`src/common/kbd_pkg.sv`:
```
// shared scan-code and key-event types, prefix codes and control states for the keyboard subsystem
package kbd_pkg;

    // one raw byte as it arrives from the keyboard, set 2 code
    typedef logic [7:0] scan_code_t;

    // key event as queued for the processor
    //   bit 9    release flag (F0 seen before the code)
    //   bit 8    extended flag (E0 seen before the code)
    //   bit 7:0  scan code itself
    typedef logic [9:0] key_event_t;

    localparam int EV_REL_BIT = 9;                 // release flag position
    localparam int EV_EXT_BIT = 8;                 // extended flag position

    localparam scan_code_t PFX_EXT = 8'he0;        // extended key prefix
    localparam scan_code_t PFX_BRK = 8'hf0;        // break (release) prefix

    // prefix tracking in scan_ctrl
    typedef enum logic [1:0] {
        ST_IDLE,                                   // no prefix pending
        ST_EXT,                                    // E0 seen
        ST_BRK,                                    // F0 seen
        ST_EXT_BRK                                 // E0 then F0 seen
    } ctrl_state_t;

endpackage
```
`src/hdl/kbd_top.sv`:
```
// keyboard receive subsystem top: sets parameters and wires receiver, control FSM and event queue
`timescale 1ns/100ps

module kbd_top #(
    parameter int IDLE_CYCLES = 2000,              // receiver idle timeout, clk cycles
    parameter int DEPTH_LOG2  = 2                  // queue holds 2**DEPTH_LOG2 events
) (
    input  logic                clk,
    input  logic                arst_n,
    input  logic                ps2_clk,           // from keyboard
    input  logic                ps2_data,          // from keyboard
    input  logic                rd,                // processor pop strobe
    output kbd_pkg::key_event_t event_data,        // head of queue
    output logic                ready,             // queue not empty
    output logic                overflow,          // sticky, event dropped
    output logic                rx_err             // bad frame seen, cleared by rd
);

    kbd_pkg::scan_code_t rx_byte;
    logic                rx_valid;
    logic                rx_frame_err;
    kbd_pkg::key_event_t ev_data;
    logic                ev_valid;

    ps2_rx #(
        .IDLE_CYCLES (IDLE_CYCLES)
    ) u_rx (
        .clk          (clk),
        .arst_n       (arst_n),
        .ps2_clk      (ps2_clk),
        .ps2_data     (ps2_data),
        .rx_byte      (rx_byte),
        .rx_valid     (rx_valid),
        .rx_frame_err (rx_frame_err)
    );

    scan_ctrl u_ctrl (
        .clk          (clk),
        .arst_n       (arst_n),
        .rx_byte      (rx_byte),
        .rx_valid     (rx_valid),
        .rx_frame_err (rx_frame_err),
        .rd           (rd),
        .ev_data      (ev_data),
        .ev_valid     (ev_valid),
        .rx_err       (rx_err)
    );

    key_fifo #(
        .DEPTH_LOG2 (DEPTH_LOG2)
    ) u_fifo (
        .clk      (clk),
        .arst_n   (arst_n),
        .wr       (ev_valid),
        .wr_data  (ev_data),
        .rd       (rd),
        .rd_data  (event_data),
        .ready    (ready),
        .overflow (overflow)
    );

endmodule

```
`src/hdl/key_fifo.sv`:
```
// show-ahead key event queue: push strobe from control, pop strobe from processor, sticky overflow
`timescale 1ns/100ps

module key_fifo #(
    parameter int DEPTH_LOG2 = 2                   // log2 of entries
) (
    input  logic                clk,
    input  logic                arst_n,
    input  logic                wr,                // push strobe
    input  kbd_pkg::key_event_t wr_data,
    input  logic                rd,                // pop strobe, ignored when empty
    output kbd_pkg::key_event_t rd_data,           // head entry
    output logic                ready,             // not empty
    output logic                overflow           // sticky, event dropped
);

    localparam int DEPTH = 1 << DEPTH_LOG2;
    localparam logic [DEPTH_LOG2:0] DEPTH_CNT = (DEPTH_LOG2 + 1)'(DEPTH);

    kbd_pkg::key_event_t   mem [DEPTH];            // storage, no reset
    logic [DEPTH_LOG2-1:0] wr_ptr;
    logic [DEPTH_LOG2-1:0] rd_ptr;
    logic [DEPTH_LOG2:0]   count;                  // occupancy, 0..DEPTH
    logic                  full;
    logic                  do_push;
    logic                  do_pop;

    assign full    = (count == DEPTH_CNT);
    assign ready   = (count != '0);
    assign do_pop  = rd && ready;
    assign do_push = wr && (!full || do_pop);      // a pop frees the slot this cycle

    assign rd_data = mem[rd_ptr];                  // show-ahead

    always_ff @(posedge clk) begin
        if (do_push)
            mem[wr_ptr] <= wr_data;
    end

    always_ff @(posedge clk or negedge arst_n) begin
        if (!arst_n) begin
            wr_ptr   <= '0;
            rd_ptr   <= '0;
            count    <= '0;
            overflow <= 1'b0;
        end else begin
            if (do_push)
                wr_ptr <= wr_ptr + 1'b1;               // wraps at depth
            if (do_pop)
                rd_ptr <= rd_ptr + 1'b1;
            case ({do_push, do_pop})
                2'b10:   count <= count + 1'b1;
                2'b01:   count <= count - 1'b1;
                default: count <= count;               // both or neither
            endcase
            if (wr && !do_push)
                overflow <= 1'b1;                      // only reset clears it
        end
    end

    a_count_max : assert property (
        @(posedge clk) disable iff (!arst_n) count <= DEPTH_CNT
    );

    // an underflow would wrap the count to all ones
    a_count_no_underflow : assert property (
        @(posedge clk) disable iff (!arst_n) (count == '0) |=> (count <= 1)
    );

endmodule

```
`src/hdl/scan_ctrl.sv`:
```
// scan-code control FSM: folds E0/F0 prefixes into key events and keeps the sticky frame error flag
`timescale 1ns/100ps

module scan_ctrl (
    input  logic                clk,
    input  logic                arst_n,
    input  kbd_pkg::scan_code_t rx_byte,           // byte from receiver
    input  logic                rx_valid,          // byte strobe
    input  logic                rx_frame_err,      // bad frame strobe
    input  logic                rd,                // processor pop, also clears rx_err
    output kbd_pkg::key_event_t ev_data,           // event to queue
    output logic                ev_valid,          // event strobe
    output logic                rx_err             // sticky frame error
);

    kbd_pkg::ctrl_state_t state;
    kbd_pkg::ctrl_state_t state_nxt;
    kbd_pkg::key_event_t  ev_nxt;
    logic                 is_pfx;                  // byte is E0 or F0
    logic                 rel_flag;                // F0 pending
    logic                 ext_flag;                // E0 pending

    assign is_pfx = (rx_byte == kbd_pkg::PFX_EXT) || (rx_byte == kbd_pkg::PFX_BRK);

    assign rel_flag = (state == kbd_pkg::ST_BRK) || (state == kbd_pkg::ST_EXT_BRK);
    assign ext_flag = (state == kbd_pkg::ST_EXT) || (state == kbd_pkg::ST_EXT_BRK);

    // event word from current prefix state
    always_comb begin
        ev_nxt                      = '0;
        ev_nxt[7:0]                 = rx_byte;
        ev_nxt[kbd_pkg::EV_REL_BIT] = rel_flag;
        ev_nxt[kbd_pkg::EV_EXT_BIT] = ext_flag;
    end

    // next state
    always_comb begin
        state_nxt = state;
        if (rx_frame_err) begin
            state_nxt = kbd_pkg::ST_IDLE;              // error drops any prefix
        end else if (rx_valid) begin
            if (rx_byte == kbd_pkg::PFX_EXT) begin
                state_nxt = kbd_pkg::ST_EXT;           // E0 always opens an extended key
            end else if (rx_byte == kbd_pkg::PFX_BRK) begin
                case (state)
                    kbd_pkg::ST_EXT,
                    kbd_pkg::ST_EXT_BRK: state_nxt = kbd_pkg::ST_EXT_BRK;
                    default:             state_nxt = kbd_pkg::ST_BRK;
                endcase
            end else begin
                state_nxt = kbd_pkg::ST_IDLE;          // code consumes the prefixes
            end
        end
    end

    always_ff @(posedge clk or negedge arst_n) begin
        if (!arst_n) begin
            state    <= kbd_pkg::ST_IDLE;
            ev_valid <= 1'b0;
            rx_err   <= 1'b0;
        end else begin
            state    <= state_nxt;
            ev_valid <= rx_valid && !is_pfx;           // prefixes make no event
            if (rx_frame_err)
                rx_err <= 1'b1;                        // set wins over a same-cycle rd
            else if (rd)
                rx_err <= 1'b0;
        end
    end

    // payload, loaded with the strobe
    always_ff @(posedge clk) begin
        if (rx_valid && !is_pfx)
            ev_data <= ev_nxt;
    end

    a_ev_after_rx : assert property (
        @(posedge clk) disable iff (!arst_n) ev_valid |-> $past(rx_valid)
    );

endmodule

```
`src/hdl/ps2_rx.sv`:
```
// PS/2 frame receiver: syncs keyboard clock and data, checks each 11-bit frame, strobes bytes or errors
`timescale 1ns/100ps

module ps2_rx #(
    parameter int IDLE_CYCLES = 2000               // clk cycles without edge before frame is dropped
) (
    input  logic               clk,
    input  logic               arst_n,
    input  logic               ps2_clk,            // raw keyboard clock, async
    input  logic               ps2_data,           // raw keyboard data, async
    output kbd_pkg::scan_code_t rx_byte,           // last good byte
    output logic               rx_valid,           // one-cycle strobe, good byte
    output logic               rx_frame_err        // one-cycle strobe, bad start/stop/parity
);

    localparam int IDLE_W = $clog2(IDLE_CYCLES + 1);
    localparam logic [IDLE_W-1:0] IDLE_LAST = IDLE_W'(IDLE_CYCLES - 1);

    logic [2:0]        clk_sync;                   // keyboard clock synchronizer + edge history
    logic [1:0]        data_sync;                  // keyboard data synchronizer
    logic              fall;                       // falling edge of keyboard clock
    logic              data_s;                     // synced data bit
    logic [3:0]        bit_cnt;                    // samples taken in current frame
    logic [9:0]        buffer;                     // start, 8 data, parity
    logic [IDLE_W-1:0] idle_cnt;                   // cycles since last edge
    logic              idle_expire;                // partial frame timed out
    logic              start_ok;
    logic              stop_ok;
    logic              parity_ok;

    // lines idle high, so reset to ones to avoid a false edge
    always_ff @(posedge clk or negedge arst_n) begin
        if (!arst_n) begin
            clk_sync  <= 3'b111;
            data_sync <= 2'b11;
        end else begin
            clk_sync  <= {clk_sync[1:0], ps2_clk};     // shift in raw clock
            data_sync <= {data_sync[0], ps2_data};     // two flops for data
        end
    end

    assign fall   = clk_sync[2] & ~clk_sync[1];        // was high, now low
    assign data_s = data_sync[1];

    // frame checks, valid at the 11th sample
    assign start_ok  = (buffer[0] == 1'b0);            // start bit low
    assign stop_ok   = data_s;                         // stop bit is the current sample
    assign parity_ok = ^buffer[9:1];                   // odd over data + parity

    assign idle_expire = (bit_cnt != 4'd0) && (idle_cnt == IDLE_LAST);

    // bit counter, shift buffer and result strobes
    always_ff @(posedge clk or negedge arst_n) begin
        if (!arst_n) begin
            bit_cnt      <= 4'd0;
            rx_valid     <= 1'b0;
            rx_frame_err <= 1'b0;
        end else begin
            rx_valid     <= 1'b0;                      // strobes default low
            rx_frame_err <= 1'b0;
            if (fall) begin
                if (bit_cnt == 4'd10) begin            // stop bit sample
                    if (start_ok && stop_ok && parity_ok)
                        rx_valid <= 1'b1;
                    else
                        rx_frame_err <= 1'b1;
                    bit_cnt <= 4'd0;                   // ready for next frame
                end else begin
                    bit_cnt <= bit_cnt + 4'd1;
                end
            end else if (idle_expire) begin
                bit_cnt <= 4'd0;                       // drop half frame
            end
        end
    end

    // shift lsb first, first sample ends up in buffer[0]
    always_ff @(posedge clk) begin
        if (fall && (bit_cnt != 4'd10))
            buffer <= {data_s, buffer[9:1]};
    end

    // byte register, payload only
    always_ff @(posedge clk) begin
        if (fall && (bit_cnt == 4'd10) && start_ok && stop_ok && parity_ok)
            rx_byte <= buffer[8:1];
    end

    // idle watchdog, only counts inside a frame
    always_ff @(posedge clk or negedge arst_n) begin
        if (!arst_n) begin
            idle_cnt <= '0;
        end else if (fall || (bit_cnt == 4'd0) || idle_expire) begin
            idle_cnt <= '0;                            // restart on edge or between frames
        end else begin
            idle_cnt <= idle_cnt + 1'b1;
        end
    end

    a_bit_cnt_range : assert property (
        @(posedge clk) disable iff (!arst_n) bit_cnt <= 4'd10
    );

    a_strobes_exclusive : assert property (
        @(posedge clk) disable iff (!arst_n) !(rx_valid && rx_frame_err)
    );

endmodule

```
`config.mk`:
```
export PLATFORM = sky130hd
export DESIGN_NAME = kbd_top
export DESIGN_NICKNAME = d
export VERILOG_FILES = /design/src/common/kbd_pkg.sv /design/src/hdl/kbd_top.sv /design/src/hdl/key_fifo.sv /design/src/hdl/scan_ctrl.sv /design/src/hdl/ps2_rx.sv
export SDC_FILE = /design/constraint.sdc
export NUM_CORES = 1
export LEC_CHECK = 0
export BUFFER_PORTS_ARGS = -buffer_cell sky130_fd_sc_hd__buf_2
export CORE_AREA = 2 2 93 95
export DETAILED_ROUTE_END_ITERATION = 10
export DIE_AREA = 0 0 95 97
export PLACE_DENSITY = 0.74
export SLEW_MARGIN = 20
export SYNTH_ARGS = -nofsm -noshare
export SYNTH_HDL_FRONTEND = slang
export SYNTH_HIERARCHICAL = 1
export SYNTH_SLANG_ARGS = --single-unit
```
`constraint.sdc`:
```
create_clock -name clk -period 2.5 [get_ports clk]
set_input_delay 0.25 -clock clk [delete_from_list [all_inputs] [get_ports clk]]
set_output_delay 0.25 -clock clk [all_outputs]
set_load 0.05 [all_outputs]
```
==> results by group <==
Run status
  – Outcome: finished, final reports clean

Synth
  – Syn Area/Cell: 17.0 um^2
  – Synth area leaders: edfxtp_1 51%, dfrtp_1 18%, mux4_2 5.6%
  – Yosys top cell by area: edfxtp_1
  – Synthesized area: about 4000 um^2
  – Cell variety after synth: 45
  – Async SR Flop Fraction: about a third
  – Ys Warns: 6
  – Top_reg_cell synth: edfxtp_1
  – Register area share after synthesis: around 72%
  – Syn Inst Count: 235
  – Top cell type's share of synthesized area: between 50% and 60%
  – Post-synth EDFFs: approximately 70
  – Post-synth net total: 250
  – Yosys reg bits: ~100

Timing
  – Min Tclk post-route: roughly 2.2 ns
  – Slew Limit Fails: 0
  – Setup TNS Final: 0 ns
  – Final Cycle Share: 87.0%
  – Worst-Margin Slew: ~0.74 ns
  – # setup viols final: 0
  – Min setup slack post-route: 0.325 ns
  – Slew headroom: between 50% and 60%
  – Worst hold margin: slightly below 0.2 ns
  – Fmax: between 400 and 500 MHz
  – RSZ-0062 raised after global routing: false
  – Final hold vios: 0
  – Skew final: just under 0.01 ns

Critical path
  – RR Endpoint: u_fifo/count[2]
  – Arrival time at the worst endpoint: a little under 2 ns
  – R2R Setup Slk: between 0.4 and 0.5 ns
  – Critical Path Start Type: register
  – Crit Reg-Reg Startpoint: u_fifo/count[0]
  – Crit Path Max Fanout: 7
  – CP Class: reg -> out
  – R2R depth: 9
  – Crit path capture type: primary output
  – WP data required: 2.25 ns

Layout
  – Nets@finish: approximately 280
  – Area Growth Syn to Fin: 10.9%
  – Fraction of layout cells with a size suffix above 1: roughly 22%
  – Diode count: 0
  – Fill cell count: roughly 630
  – Utilization after layout: between 50% and 60%

Pwr
  – Pwr/cell area: approximately 900 nW/um^2
  – Leakage: approximately 1.7 nW
  – Max VDD drop: ~0.00035 V

Floorplanning
  – Ports: 18
  – Die width: between 90 and 100 um
  – # rows: 33
  – Die area: around 9000 um^2
  – Initial Util: 49.2%
  – Die extent in y: 97 um
  – Core Footprint: 8130 um^2

Clocking
  – CTS tree: yes
  – H-tree depth: 3
  – Clock buffer depth: 2
  – Clk_lat worst skew: 0.35 ns
  – Root buf cell: clkbuf_8
  – Clock sinks: 102
  – Num CTS Buffers: 9
  – Clock Pin Slew Worst Setup and Hold Paths: approximately 0.10 ns
  – Setup Buffers After CTS: 0

Worst hold path
  – HP Start: rd
  – Hold Path End: u_ctrl/rx_err
  – Worst Hold Depth: 3
  – Worst Hold Class: in -> reg

GRT
  – Tot GR Track Use: between 10% and 20%
  – Initial antenna violation count: 0
  – Pin count of the biggest net entering global routing: 35
  – Vias in the first global route: slightly below 2000
  – Overflow after GRT: 0
  – Global-route wire length before repair: about 9500 um

Detailed routing
  – Router iterations before antenna repair: 4
  – Routed Antenna Nets: 0
  – Vias: 1909
  – Avg WL per Cell: 14.7 um
  – Via density: 5.15
  – Iter 0 DRT Violations: 100
  – Drt total wl: around 5500 um
  – DRC Markers: 0

Placement
  – Pre-CTS setup slack: slightly above 0.4 ns
  – Port Buf Inserts: 17
  – RePlAce Congestion: around 0.76
  – Dpl hpwl: approximately 3700 um

Job
  – Max Cap Viol: 0
[flip-flops by register name, indices dropped and copies added (netlist names)]
signal             cells
u_rx/rx_frame_err      1
u_rx/data_sync         2
u_ctrl/ev_data        10
u_fifo/wr_ptr          2
u_ctrl/state           2
u_ctrl/rx_err          1
u_rx/clk_sync          3
u_rx/rx_valid          1
u_rx/buffer           10
u_rx/idle_cnt         11
u_fifo/overflow        1
u_fifo/count           3
u_ctrl/ev_valid        1
u_fifo/mem            40
u_fifo/rd_ptr          2
u_rx/bit_cnt           4
u_rx/rx_byte           8
[Yosys cell counts, types with 4 or more instances]
cell type	count
and2_1	5
clkbuf_1	5
dfrtp_1	29
dfstp_2	5
edfxtp_1	68
ha_1	9
inv_1	13
mux4_2	10
nand2_1	7
nand3_1	4
nand4_1	4
nor2_1	15
xnor2_1	10
xor2_1	12
[cell usage in the layout (no fill, tap or decap), types with 2 or more instances in the layout]
| cell type | n |
|---|---|
| a21o_1 | 2 |
| a21oi_1 | 2 |
| and2_1 | 5 |
| and3_1 | 2 |
| and4_1 | 2 |
| buf_2 | 17 |
| buf_4 | 3 |
| clkbuf_8 | 9 |
| dfrtp_1 | 29 |
| dfstp_2 | 5 |
| dlygate4sd3_1 | 3 |
| edfxtp_1 | 68 |
| ha_1 | 9 |
| inv_1 | 13 |
| inv_6 | 2 |
| mux4_2 | 10 |
| nand2_1 | 7 |
| nand3_1 | 4 |
| nand4_1 | 4 |
| nor2_1 | 15 |
| nor3b_1 | 2 |
| nor4_1 | 2 |
| o21ai_0 | 2 |
| xnor2_1 | 10 |
| xor2_1 | 12 |
[power breakdown]
| group | leakage (nW) | internal, mW | total, mW | switching [mW] |
|---|---|---|---|---|
| clock network | 0.102 | 0.477 | 1.04 | 0.565 |
| logic | 0.543 | 0.361 | 0.911 | 0.550 |
| registers | 1.05 | 1.90 | 2.06 | 0.165 |
| total | 1.69 | 2.73 | 4.01 | 1.28 |
[repair_timing]
item                      CTS  global route
resized for setup           0             0
hold buffers                3             0
hold endpoints to repair   31             0
[worst max path at each step]
stage                           from              end  slack (ns)
floorplan             u_rx/buffer[3]  u_rx/rx_byte[0]        0.11
global placement     u_fifo/count[0]  u_fifo/count[2]        0.52
detailed placement   u_fifo/count[0]  u_fifo/count[2]        0.41
CTS                 u_fifo/rd_ptr[0]    event_data[7]        0.29
global route        u_fifo/rd_ptr[0]    event_data[8]        0.19
finish              u_fifo/rd_ptr[0]    event_data[7]        0.32
[per-stage QoR]
step	cell area, um^2	power (mW)	std cells
detailed placement	4210	3.01	352
CTS	4440	4.06	371
floorplan	4010	2.83	235
finish	4440	4.01	371
global route	4440	4.24	371
global placement	4210	2.99	352
[critical path, stage by stage (launching register included)]
cell and delay (ns):
dfrtp_1 0.59, buf_4 0.26, mux4_2 0.50, buf_2 0.22
[cells by family (layout without fill, tap and decap cells)]
family,Yosys count,in the layout,share of synthesized area (%)
mux,13,13,6.53
simple gates,53,53,7.78
buf+inv,21,52,2.12
fa+ha+maj,10,10,3.31
xor+xnor,23,23,5.37
compound gates,13,13,2.50
flops,102,102,72.4
[metal layers]
metal / GRT usage [%] / vias up / part of all wire, % / wire (um)
li1: - / 910 / - / -
met1: 17.5 / 962 / 44 / 2390
met2: 22.1 / 29 / 52 / 2850
met3: 2.65 / 8 / 2.7 / 149
met4: 5.02 / 0 / 1.3 / 73
met5: 0 / - / 0 / 0
[layout make-up]
| type | instances | area, um^2 | share of cell area (%) |
|---|---|---|---|
| Clock buffer | 9 | 124 | 2.79 |
| Tap cell | 105 | 131 | 2.96 |
| Sequential cell | 102 | 2900 | 65.3 |
| Clock inverter | 7 | 80.1 | 1.80 |
| Multi-Input combinational cell | 112 | 1020 | 23.0 |
| Timing Repair Buffer | 23 | 138 | 3.10 |
| Inverter | 13 | 48.8 | 1.10 |
(Power assumes the default switching activity.)
